**config.mk**
```make
export PLATFORM = sky130hd
export DESIGN_NAME = mem_sched_top
export DESIGN_NICKNAME = d
export VERILOG_FILES = /design/src/logic/sched_regs_pkg.sv /design/src/logic/stream_cfg_pkg.sv /design/src/logic/tile_pos_if.sv /design/src/logic/x_tile_walker.sv /design/src/logic/stream_cfg_gen.sv /design/src/logic/dequant_offset_calc.sv /design/src/logic/mem_sched_top.sv
export SDC_FILE = /design/constraint.sdc
export NUM_CORES = 2
export LEC_CHECK = 0
export ABC_AREA = 1
export ABC_CLOCK_PERIOD_IN_PS = 15850
export BUFFER_PORTS_ARGS = -buffer_cell sky130_fd_sc_hd__buf_2
export CAP_MARGIN = 20
export CORE_AREA = 10 10 382 384
export CTS_CLUSTER_DIAMETER = 40
export CTS_CLUSTER_SIZE = 40
export DETAILED_ROUTE_END_ITERATION = 10
export DIE_AREA = 0 0 392 394
export SYNTH_ARGS = -nofsm -noshare
export SYNTH_HDL_FRONTEND = slang
export SYNTH_HIERARCHICAL = 1
export SYNTH_SLANG_ARGS = --single-unit
```
**constraint.sdc**
```tcl
create_clock -name clk_i -period 15.85 [get_ports clk_i]
set_clock_uncertainty 0.05 [all_clocks]
set_input_delay 3.17 -clock clk_i [delete_from_list [all_inputs] [get_ports clk_i]]
set_output_delay 3.17 -clock clk_i [all_outputs]
set_load 0.02 [all_outputs]
```
**src/logic/sched_regs_pkg.sv**
```systemverilog
// ~~~~~~~~~~~~~~~~~~~~
// Scheduler job registers
// Register indices, field layout and quantization formats
// ~~~~~~~~~~~~~~~~~~~~

`default_nettype none

package sched_regs_pkg;

  localparam int unsigned NUM_REGS = 12;

  // Word positions in the job register block
  localparam int unsigned X_ADDR       = 0;
  localparam int unsigned W_ADDR       = 1;
  localparam int unsigned Z_ADDR       = 2;
  localparam int unsigned SCALES_ADDR  = 3;
  localparam int unsigned X_ITERS      = 4;
  localparam int unsigned W_ITERS      = 5;
  localparam int unsigned TOT_X_READ   = 6;
  localparam int unsigned X_ROWS_OFFS  = 7;
  localparam int unsigned LEFTOVERS    = 8;
  localparam int unsigned X_D1_STRIDE  = 9;
  localparam int unsigned W_D0_STRIDE  = 10;
  localparam int unsigned DEQUANT_MODE = 11;

  // Iteration counts are packed two per word
  localparam int unsigned ITER_W       = 16;
  localparam int unsigned LEFTOVER_LSB = 24;
  localparam int unsigned LEFTOVER_W   = 8;
  localparam int unsigned DQ_EN_BIT    = 0;
  localparam int unsigned DQ_FMT_LSB   = 1;
  localparam int unsigned QFMT_W       = 2;

  typedef logic [NUM_REGS-1:0][31:0] sched_regs_t;

  typedef enum logic [QFMT_W-1:0] {
    QINT_8 = 2'd0,
    QINT_4 = 2'd1,
    QINT_2 = 2'd2
  } qint_fmt_e;

  localparam int unsigned GW = 8;

  // Group index with its skip flag on top
  typedef logic [GW:0] gidx_word_t;

endpackage

`default_nettype wire

```
**src/logic/stream_cfg_pkg.sv**
```systemverilog
// ~~~~~~~~~~~~~~~~~~~~
// Stream address-generator settings
// Settings struct and memory geometry of the streams
// ~~~~~~~~~~~~~~~~~~~~

`default_nettype none

package stream_cfg_pkg;

  // Memory beat and data word widths in bits
  localparam int unsigned MEM_DW   = 32;
  localparam int unsigned DATA_W   = 256;
  localparam int unsigned NUM_BYTE = MEM_DW / 8;

  // Byte step between adjacent tiles
  localparam int unsigned JMP = NUM_BYTE * (DATA_W / MEM_DW);

  // Two-dimensional walk, d0 and d1 active
  localparam logic [2:0] CFG_DIM_2D = 3'b011;

  typedef struct packed {
    logic [31:0] base_addr;
    logic [31:0] tot_len;
    logic [15:0] d0_len;
    logic [31:0] d0_stride;
    logic [15:0] d1_len;
    logic [31:0] d1_stride;
    logic [2:0]  dim_enable;
  } addrgen_cfg_t;

endpackage

`default_nettype wire

```
**src/logic/tile_pos_if.sv**
```systemverilog
// ~~~~~~~~~~~~~~~~~~~~
// X tile position
// Walker state seen by the configuration generator
// ~~~~~~~~~~~~~~~~~~~~

`timescale 1ns/1ps
`default_nettype none

interface tile_pos_if;

  logic [31:0] col_offs;
  logic [31:0] row_offs;
  logic [15:0] num_x_reads;
  logic        reads_pending;

  modport walker (
    output col_offs, row_offs, num_x_reads, reads_pending
  );

  modport cfg (
    input col_offs, row_offs, num_x_reads, reads_pending
  );

endinterface

`default_nettype wire

```
**src/logic/x_tile_walker.sv**
```systemverilog
// ~~~~~~~~~~~~~~~~~~~~
// X tile walker
// Column, W-pass and row counters with their byte offsets,
// plus the running count of X reads
// ~~~~~~~~~~~~~~~~~~~~

`timescale 1ns/1ps
`default_nettype none

module x_tile_walker
  import sched_regs_pkg::*;
  import stream_cfg_pkg::*;
#(
  parameter int unsigned ARRAY_W = 12
) (
  input  logic        clk_i,
  input  logic        rst_ni,
  input  logic        clear_i,
  input  logic        x_done_i,
  input  sched_regs_t regs_i,
  tile_pos_if.walker  pos_o
);

  logic [ITER_W-1:0]     col_last_idx;
  logic [ITER_W-1:0]     pass_last_idx;
  logic [ITER_W-1:0]     row_last_idx;
  logic [ITER_W-1:0]     col_cnt_q;
  logic [ITER_W-1:0]     pass_cnt_q;
  logic [ITER_W-1:0]     row_cnt_q;
  logic [ITER_W-1:0]     tot_reads_q;
  logic [31:0]           col_offs_q;
  logic [31:0]           row_offs_q;
  logic [LEFTOVER_W-1:0] leftover;
  logic                  col_wrap;
  logic                  pass_wrap;
  logic                  row_last;

  assign col_last_idx  = regs_i[X_ITERS][0 +: ITER_W] - 16'd1;
  assign row_last_idx  = regs_i[X_ITERS][ITER_W +: ITER_W] - 16'd1;
  assign pass_last_idx = regs_i[W_ITERS][0 +: ITER_W] - 16'd1;

  assign col_wrap  = col_cnt_q == col_last_idx;
  assign pass_wrap = pass_cnt_q == pass_last_idx;
  assign row_last  = row_cnt_q == row_last_idx;

  assign leftover = regs_i[LEFTOVERS][LEFTOVER_LSB +: LEFTOVER_W];

  always_ff @(posedge clk_i or negedge rst_ni) begin : tile_counters
    if (!rst_ni) begin
      col_cnt_q   <= '0;
      pass_cnt_q  <= '0;
      row_cnt_q   <= '0;
      col_offs_q  <= '0;
      row_offs_q  <= '0;
      tot_reads_q <= '0;
    end else if (clear_i) begin
      col_cnt_q   <= '0;
      pass_cnt_q  <= '0;
      row_cnt_q   <= '0;
      col_offs_q  <= '0;
      row_offs_q  <= '0;
      tot_reads_q <= '0;
    end else if (x_done_i) begin
      tot_reads_q <= tot_reads_q + 16'd1;
      col_cnt_q   <= col_wrap ? '0 : col_cnt_q + 16'd1;
      col_offs_q  <= col_wrap ? '0 : col_offs_q + JMP;
      if (col_wrap) begin
        pass_cnt_q <= pass_wrap ? '0 : pass_cnt_q + 16'd1;
      end
      // Next row only once every W pass has seen all columns
      if (col_wrap && pass_wrap) begin
        row_cnt_q  <= row_last ? '0 : row_cnt_q + 16'd1;
        row_offs_q <= row_last ? '0 : row_offs_q + regs_i[X_ROWS_OFFS];
      end
    end
  end

  assign pos_o.col_offs = col_offs_q;
  assign pos_o.row_offs = row_offs_q;

  // Short last row reads only the leftover count
  assign pos_o.num_x_reads = (row_last && leftover != '0) ? {8'd0, leftover}
                                                          : 16'(ARRAY_W);

  assign pos_o.reads_pending = (tot_reads_q != '0) &&
                               (32'(tot_reads_q) != regs_i[TOT_X_READ]);

endmodule

`default_nettype wire

```
**src/logic/stream_cfg_gen.sv**
```systemverilog
// ~~~~~~~~~~~~~~~~~~~~
// Stream configuration
// X, W and Z address-generator settings and start requests
// ~~~~~~~~~~~~~~~~~~~~

`timescale 1ns/1ps
`default_nettype none

module stream_cfg_gen
  import sched_regs_pkg::*;
  import stream_cfg_pkg::*;
#(
  parameter int unsigned ARRAY_W = 12
) (
  input  sched_regs_t  regs_i,
  input  logic         first_load_i,
  input  logic         idle_i,
  input  logic         x_ready_i,
  input  logic         w_ready_i,
  input  logic         z_ready_i,
  tile_pos_if.cfg      pos_i,
  output addrgen_cfg_t x_cfg_o,
  output addrgen_cfg_t w_cfg_o,
  output addrgen_cfg_t z_cfg_o,
  output logic         x_req_start_o,
  output logic         w_req_start_o,
  output logic         z_req_start_o
);

  logic [ITER_W-1:0] w_passes;
  logic [ITER_W-1:0] w_depth;
  logic              dequant_en;

  assign w_passes   = regs_i[W_ITERS][0 +: ITER_W];
  assign w_depth    = regs_i[W_ITERS][ITER_W +: ITER_W];
  assign dequant_en = regs_i[DEQUANT_MODE][DQ_EN_BIT];

  always_comb begin : x_cfg
    x_cfg_o.base_addr  = regs_i[X_ADDR] + pos_i.row_offs + pos_i.col_offs;
    x_cfg_o.tot_len    = 32'(pos_i.num_x_reads);
    x_cfg_o.d0_len     = 16'd1;
    x_cfg_o.d0_stride  = '0;
    x_cfg_o.d1_len     = 16'(ARRAY_W);
    x_cfg_o.d1_stride  = regs_i[X_D1_STRIDE];
    x_cfg_o.dim_enable = CFG_DIM_2D;
  end

  // In dequantization mode the W stream fetches the scales
  always_comb begin : w_cfg
    w_cfg_o.base_addr  = dequant_en ? regs_i[SCALES_ADDR] : regs_i[W_ADDR];
    w_cfg_o.tot_len    = 32'(w_depth) * 32'(w_passes);
    w_cfg_o.d0_len     = w_depth;
    w_cfg_o.d0_stride  = dequant_en ? '0 : regs_i[W_D0_STRIDE];
    w_cfg_o.d1_len     = w_passes;
    w_cfg_o.d1_stride  = JMP;
    w_cfg_o.dim_enable = CFG_DIM_2D;
  end

  always_comb begin : z_cfg
    z_cfg_o.base_addr  = regs_i[Z_ADDR];
    z_cfg_o.tot_len    = 32'(ARRAY_W) * 32'(w_passes);
    z_cfg_o.d0_len     = 16'(ARRAY_W);
    z_cfg_o.d0_stride  = JMP;
    z_cfg_o.d1_len     = w_passes;
    z_cfg_o.d1_stride  = '0;
    z_cfg_o.dim_enable = CFG_DIM_2D;
  end

  // X restarts on its own while reads of the job are still outstanding
  assign x_req_start_o = !idle_i && (first_load_i || pos_i.reads_pending) && x_ready_i;
  assign w_req_start_o = first_load_i && w_ready_i;
  assign z_req_start_o = first_load_i && z_ready_i;

endmodule

`default_nettype wire

```
**src/logic/dequant_offset_calc.sv**
```systemverilog
// ~~~~~~~~~~~~~~~~~~~~
// Dequantization offsets
// Group index and row number to scales, zeros and wq byte offsets
// ~~~~~~~~~~~~~~~~~~~~

`timescale 1ns/1ps
`default_nettype none

module dequant_offset_calc
  import sched_regs_pkg::*;
(
  input  sched_regs_t regs_i,
  input  logic        gidx_valid_i,
  input  gidx_word_t  gidx_data_i,
  input  logic        bias_ready_i,
  input  logic        row_valid_i,
  input  logic [15:0] row_data_i,
  input  logic        wq_ready_i,
  output logic        gidx_ready_o,
  output logic        bias_valid_o,
  output logic [31:0] scales_bias_o,
  output logic [31:0] zeros_bias_o,
  output logic        group_skip_o,
  output logic        row_ready_o,
  output logic        wq_valid_o,
  output logic [31:0] wq_bias_o
);

  qint_fmt_e   q_fmt;
  logic [1:0]  q_shift;
  logic [15:0] w_stride;
  logic [15:0] packed_stride;

  assign q_fmt = qint_fmt_e'(regs_i[DEQUANT_MODE][DQ_FMT_LSB +: QFMT_W]);

  // Narrower formats pack more weights per byte
  always_comb begin
    case (q_fmt)
      QINT_2:  q_shift = 2'd3;
      QINT_4:  q_shift = 2'd2;
      default: q_shift = 2'd1;
    endcase
  end

  assign w_stride      = regs_i[W_D0_STRIDE][15:0];
  assign packed_stride = w_stride >> q_shift;

  assign scales_bias_o = 32'(gidx_data_i[GW-1:0]) * 32'(w_stride);
  assign zeros_bias_o  = 32'(gidx_data_i[GW-1:0]) * 32'(packed_stride);
  assign group_skip_o  = gidx_data_i[GW];

  // Scales and zeros share one ready
  assign gidx_ready_o = bias_ready_i;
  assign bias_valid_o = gidx_valid_i && bias_ready_i;

  assign wq_bias_o   = 32'(row_data_i) * 32'(packed_stride);
  assign row_ready_o = wq_ready_i;
  assign wq_valid_o  = row_valid_i && wq_ready_i;

endmodule

`default_nettype wire

```
**src/logic/mem_sched_top.sv**
```systemverilog
// ~~~~~~~~~~~~~~~~~~~~
// Memory scheduler
// Tile walker, stream settings and dequantization offsets
// ~~~~~~~~~~~~~~~~~~~~

`timescale 1ns/1ps
`default_nettype none

module mem_sched_top
  import sched_regs_pkg::*;
  import stream_cfg_pkg::*;
#(
  parameter int unsigned ARRAY_W = 12
) (
  input  logic         clk_i,
  input  logic         rst_ni,
  input  logic         clear_i,
  input  sched_regs_t  regs_i,
  input  logic         x_done_i,
  input  logic         first_load_i,
  input  logic         idle_i,
  input  logic         x_ready_i,
  input  logic         w_ready_i,
  input  logic         z_ready_i,
  input  logic         gidx_valid_i,
  input  gidx_word_t   gidx_data_i,
  input  logic         bias_ready_i,
  input  logic         row_valid_i,
  input  logic [15:0]  row_data_i,
  input  logic         wq_ready_i,
  output addrgen_cfg_t x_cfg_o,
  output addrgen_cfg_t w_cfg_o,
  output addrgen_cfg_t z_cfg_o,
  output logic         x_req_start_o,
  output logic         w_req_start_o,
  output logic         z_req_start_o,
  output logic         gidx_ready_o,
  output logic         bias_valid_o,
  output logic [31:0]  scales_bias_o,
  output logic [31:0]  zeros_bias_o,
  output logic         group_skip_o,
  output logic         row_ready_o,
  output logic         wq_valid_o,
  output logic [31:0]  wq_bias_o
);

  tile_pos_if tile_pos ();

  x_tile_walker #(
    .ARRAY_W (ARRAY_W)
  ) u_x_tile_walker (
    .clk_i    (clk_i),
    .rst_ni   (rst_ni),
    .clear_i  (clear_i),
    .x_done_i (x_done_i),
    .regs_i   (regs_i),
    .pos_o    (tile_pos.walker)
  );

  stream_cfg_gen #(
    .ARRAY_W (ARRAY_W)
  ) u_stream_cfg_gen (
    .regs_i        (regs_i),
    .first_load_i  (first_load_i),
    .idle_i        (idle_i),
    .x_ready_i     (x_ready_i),
    .w_ready_i     (w_ready_i),
    .z_ready_i     (z_ready_i),
    .pos_i         (tile_pos.cfg),
    .x_cfg_o       (x_cfg_o),
    .w_cfg_o       (w_cfg_o),
    .z_cfg_o       (z_cfg_o),
    .x_req_start_o (x_req_start_o),
    .w_req_start_o (w_req_start_o),
    .z_req_start_o (z_req_start_o)
  );

  dequant_offset_calc u_dequant_offset_calc (
    .regs_i        (regs_i),
    .gidx_valid_i  (gidx_valid_i),
    .gidx_data_i   (gidx_data_i),
    .bias_ready_i  (bias_ready_i),
    .row_valid_i   (row_valid_i),
    .row_data_i    (row_data_i),
    .wq_ready_i    (wq_ready_i),
    .gidx_ready_o  (gidx_ready_o),
    .bias_valid_o  (bias_valid_o),
    .scales_bias_o (scales_bias_o),
    .zeros_bias_o  (zeros_bias_o),
    .group_skip_o  (group_skip_o),
    .row_ready_o   (row_ready_o),
    .wq_valid_o    (wq_valid_o),
    .wq_bias_o     (wq_bias_o)
  );

endmodule

`default_nettype wire

```
# Word-level counts from Yosys, hierarchy flattened
# Cells that the tools add are included.
classes:
  n_shift: 1
  eq_ne: 6
  mul: 5
  n_reduce_logical: 18
  mux: 24
  add_sub_neg: 11
op_table:
  columns: ["op", "count"]
  rows:
  - ["two-way mux 32 bit", 9]
  - ["two-way mux 16 bit", 13]
  - ["adder 32 bit", 3]
  - ["adder 16 x 1 -> 16 bit (second input constant)", 4]
  - ["multiplier 16 x 16 -> 32 bit", 2]
  - ["== test 16 bit", 3]
  - ["multiplier 8 x 16 -> 24 bit", 2]
  - ["subtractor 16 x 1 -> 16 bit (second input constant)", 3]
  - ["adder 32 x 6 -> 32 bit (second input constant)", 1]
  - ["inequality test 16 x 32 -> 1 bit", 1]
  - ["multiplier 2 x 16 -> 18 bit (first input constant)", 1]
  - ["nonzero test 16 bit", 1]
  - ["right shift 16 x 2 -> 16 bit", 1]
  - ["logical AND 1 bit", 9]
  - ["two-way mux 8 bit", 1]
  - ["nonzero test 8 bit", 1]
  - ["nonzero test 2 bit", 3]
  - ["one-hot mux 2 bit (2 select lines)", 1]
  - ["AND reduction 2 bit", 2]
  - ["== test 2 x 1 -> 1 bit (second input constant)", 1]
  - ["== test 2 bit (second input constant)", 1]
  - ["logical NOT 1 bit", 1]
  - ["logical OR 1 bit", 1]
totals:
  wordCells: 71
  out_inout_bits: 593
  regBits: 128
  input_bits: 422

# Depth between registers and ports, before layout
logic_depth:
  ltp_word: 6
  ltp_mapped: 34
  mapped_depth_nobuf: 32

# Modules after synthesis
# Netlist, hierarchy kept.
modules_own_cells:
  columns: ["mod", "instances", "cells_per_inst", "area_per_inst_um2"]
  rows:
  - ["dequant_offset_calc", 1, 2569, 18038.6]
  - ["stream_cfg_gen", 1, 2462, 16339.4]
  - ["x_tile_walker", 1, 1892, 11546.1]

# Least setup slack after synthesis
# OpenSTA, ideal clock, no wires.
synth_path:
  kind: "input-to-output"
  startpoint: "input port regs_i[354] (netlist bit)"
  endpoint: "output port wq_bias_o[18]"
  slack_ns: 3.892
  arrival_ns: 8.738
  path_stages: 26
  n_path_buf: 2
  required_ns: 12.630
  cell_sequence: "inv_1 -> ha_1 -> inv_2 -> buf_2 -> nand2_1 -> nand2_2 -> buf_2 -> nor2_1 -> fa_1 -> inv_1 -> fa_1 -> inv_1 -> fa_1 -> fa_1 -> fa_1 -> inv_1 -> fa_1 -> inv_1 -> ha_1 -> nand2_1 -> nor2_1 -> nand2_1 -> nand2_1 -> inv_1 -> nand2_1 -> xor2_1"
synth_between:
  elab_chain_len: 4
synth_lines:
  columns: ["item", "line", "rtl"]
  rows:
  - ["start: declaration", "mem_sched_top.sv:18", "input sched_regs_t regs_i,"]
  - ["== test 2 x 1 -> 1 bit or == test 2 bit (tied branches)", "dequant_offset_calc.sv:38", "case (q_fmt)"]
  - ["one-hot mux 2 bit (2 select lines) (*)", "dequant_offset_calc.sv:38", null]
  - ["right shift 16 x 2 -> 16 bit (*)", "dequant_offset_calc.sv:46", "assign packed_stride = w_stride >> q_shift;"]
  - ["multiplier 16 x 16 -> 32 bit (*)", "dequant_offset_calc.sv:56", "assign wq_bias_o = 32'(row_data_i) * 32'(packed_stride);"]
  - ["end: declaration", "mem_sched_top.sv:44", "output logic [31:0] wq_bias_o"]
# Every way passes the cells marked *; elsewhere a longest branch is shown, timed or not.

# Worst setup path after layout
layout_path:
  startpoint: "input port regs_i[354] (netlist bit)"
  endpoint: "output port wq_bias_o[15]"
# The elaborated chain is that of the path after synthesis.

==> summary.txt <==
Clock network
  • CTS tree: yes
  • CTS Root Buffer Type: clkbuf_16
  • Cts repair resizes: 0
  • Skew-Pair Late Insertion Delay: ~0.44 ns
  • Clock Sinks: ~120
  • H-tree levels: 4
  • Post-cts hold buffer count: 0
  • CTS Buf Count: 17
  • Clk pin slew, worst setup/hold paths: about 0.060 ns
  • # Post-CTS Setup Buffers: 0
  • CTS Buffer Depth: 2

Timing
  • Setup violators final: 0
  • Unrepaired setup endpoints after global routing: no
  • Achievable Freq: roughly 0.073 GHz
  • Worst-margin pin slew: between 0.9 and 1 ns
  • Final Max Slew Viols: 0
  • Setup TNS: 0 ns
  • Tcrit/Tclk final: 0.861
  • Period minus WS final: 13.65 ns
  • Relative slew slack: 0.396
  • Final hold violation count: 0

Hold path
  • Worst Hold End: u_x_tile_walker/tot_reads_q[15]$_DFFE_PN0P_
  • HP Start: u_x_tile_walker/tot_reads_q[15]$_DFFE_PN0P_
  • Hold Path Depth: 1
  • Hold Crit Class: reg2reg

Place
  • GP Congestion: a little over 0.9
  • DP HPWL: approximately 120000 µm
  • Port Buffers: roughly 600

Synth
  • Avg Inst Size Synth: 6.63 µm²
  • Cells after Synth: a little under 7000
  • Ys async rst share: 1.00
  • Synth Register Bits: 123
  • Mapped Area: roughly 46000 µm²
  • Top FF cell, synth: dfrtp_1
  • Synth top area share: 0.257
  • Yosys Warn Count: 6
  • Largest area contributor in the netlist: fa_1
  • Top cells by area in the synthesized netlist: fa_1 (26%), nand2_1 (17%), inv_1 (12%)
  • Register area share after synthesis: 0.0670
  • Post-synth EDFFs: 0
  • Distinct cells, synth: 51

Route
  • Iter 0 DRT Violations: approximately 2500
  • 1st-pass router iterations: 6
  • Drt drc: 0
  • WL/cell: 16.3 µm
  • Vias/cell: approximately 4.6
  • Routed vias: about 42000
  • Antenna Nets Post-Route: 0
  • Post-Route WL: between 100000 and 150000 µm

Floorplanning
  • Io pins: 1015
  • Die span in x: 392 µm
  • Die area: about 150000 µm²
  • Chip height: 394 µm
  • Initial core utilization: 0.332
  • Core area: ~140000 µm²
  • Rows: about 140

Finish
  • Synthesis-to-layout area growth: 6.76%
  • Net count reported at finish: approximately 8600
  • Register Area: roughly 3100 µm²
  • FILL cells: about 15000
  • Multi-input logic area: roughly 34000 µm²
  • Layout cells sized above 1: 0.105

Setup path
  • FF-to-FF path depth: 12
  • CP startpoint kind: input port
  • R2R Setup Slk: between 10 and 15 ns
  • CP cell instances: buf_2 > inv_1 > ha_1 > mux2i_1 > nand2_1 > nand2_1 > inv_2 > nand2_1 > fa_1 > fa_1 > fa_1 > inv_1 > fa_1 > fa_1 > inv_1 > fa_1 > inv_1 > ha_1 > nand2_1 > nor2_1 > nand3_1 > nand3_1 > xor2_1 > buf_2
  • CP Data Required Time: between 10 and 15 ns
  • Crit Path Class: in2out
  • Most Frequent Cell on Critical Path: fa_1
  • Slowest-stage cell, CP: ha_1
  • Max incr delay on CP: about 0.75 ns
  • Reg2reg end: u_x_tile_walker/col_cnt_q[2]$_DFFE_PN0P_
  • CP endpoint kind: output pin
  • CP arrival: ~10 ns
  • Critical Path Start: regs_i[354]
  • CP max FO: 17
  • Worst reg2reg startpoint: u_x_tile_walker/col_cnt_q[8]$_DFFE_PN0P_

Global routing
  • Overall routing resource usage: 0.186
  • First-pass GRT wire length: between 200000 and 250000 µm
  • Initial antenna violation count: 19
  • GR Overflow Total: 0
  • Vias in the first global route: roughly 43000
  • Pin count of the biggest net entering global routing: 65

Run
  • Max Cap Viol: 0

Status
  • Status: finished clean
## worst max path at each step
stage | cells past startpoint | slack (ns) | to
2_1_floorplan | 26 | 3.89 | wq_bias_o[18]
5_1_grt | 27 | 1.80 | wq_bias_o[31]
4_1_cts | 26 | 2.26 | wq_bias_o[18]
3_3_place_gp | 26 | 2.27 | wq_bias_o[18]
3_5_place_dp | 26 | 2.28 | wq_bias_o[18]
6_report | 24 | 2.20 | wq_bias_o[15]
## cell usage after synthesis (7+ instances only)
cell and n:
nor4_1 17, xnor2_1 59, buf_2 49, a21oi_1 146, nand2_2 39, nand3_2 7
nand2_1 2053, nand3b_1 17, buf_4 381, mux2_2 32, o21ai_0 50, clkbuf_1 106
nor2_1 640, dfrtp_1 123, nand4_1 47, fa_1 590, inv_1 1490, buf_1 16
and2_1 7, nor2_2 14, inv_2 15, nor3_1 81, or2_2 8, mux2i_1 11
xor2_1 142, nand3_1 314, ha_1 384, o21bai_1 21, buf_6 12
## through the flow
step	area (µm²)	hold WS, ns	setup slack, ns	cells	util
3_5_place_dp	48400	0.409	2.28	9005	0.349
4_1_cts	49000	0.417	2.26	9035	0.354
3_3_place_gp	48400	0.402	2.27	9005	0.349
6_report	49000	0.413	2.20	9042	0.354
2_1_floorplan	46800	0.384	3.89	7163	-
5_1_grt	49000	0.443	1.80	9042	0.354
## flip-flops by register name, summed over array words and instances, names as in the netlist
signal,flops
u_x_tile_walker/col_cnt_q,16
u_x_tile_walker/pos_o.col_offs,27
u_x_tile_walker/row_cnt_q,16
u_x_tile_walker/pass_cnt_q,16
u_x_tile_walker/pos_o.row_offs,32
u_x_tile_walker/tot_reads_q,16
## cell type report
cell class              instances  area share
inverters                    1510       0.116
multi-input cells            4963       0.700
repair buffers                603      0.0626
clock inverters                 7     0.00235
well taps                    1807      0.0461
clock buffers                  23     0.00975
flip-flops and latches        123      0.0628
diodes                          6    0.000306
## logic make-up (layout without fill, tap and decap cells)
group                      count (synthesis)  in the layout  share of synthesized area
AOI/OAI and AO/OA                        242            242                     0.0287
xor gates and xnor gates                 201            201                     0.0383
adders and majority gates                974            974                      0.362
buffers and inverters                   2077           2143                      0.205
DFF                                      123            123                     0.0670
muxes                                     45             45                     0.0108
other                                      4            250                   0.000327
and+or+nand+nor                         3257           3257                      0.288
## placed cells by master, fill, tap and decap left out, types with 5 or more instances in the layout
master	instances
mux2i_1	11
fa_1	590
inv_2	15
nand2_2	39
a31oi_1	5
nor4_1	17
a21oi_1	146
nand3_1	314
a21o_1	6
o21ai_0	50
conb_1	244
nor2_1	640
clkbuf_16	17
xor2_1	142
inv_1	1490
nand4_1	47
nand3b_1	17
nand2_1	2053
buf_2	591
nand3_2	7
nor2_2	14
dfrtp_1	123
o21bai_1	21
nor2_4	5
nor3_1	81
xnor2_1	59
diode_2	6
or2_2	8
mux2_2	32
and2_1	7
ha_1	384
buf_4	11
## critical path: cells and delay by family
kind	cells	cell delay [ns]
buffers and inverters	7	0.90
and+or+nand+nor	7	1.62
muxes	1	0.32
xor gates and xnor gates	1	0.29
adders and majority gates	8	4.10
## metal layers
metal,part of all wire,track usage
met2,0.49,0.328
met1,0.42,0.232
met3,0.064,0.0268
met4,0.030,0.0597
met5,0.00018,0
Power is left out: the tool's default activity adds up to more than one toggle a clock period on the data nets, which glitch-free logic cannot reach.
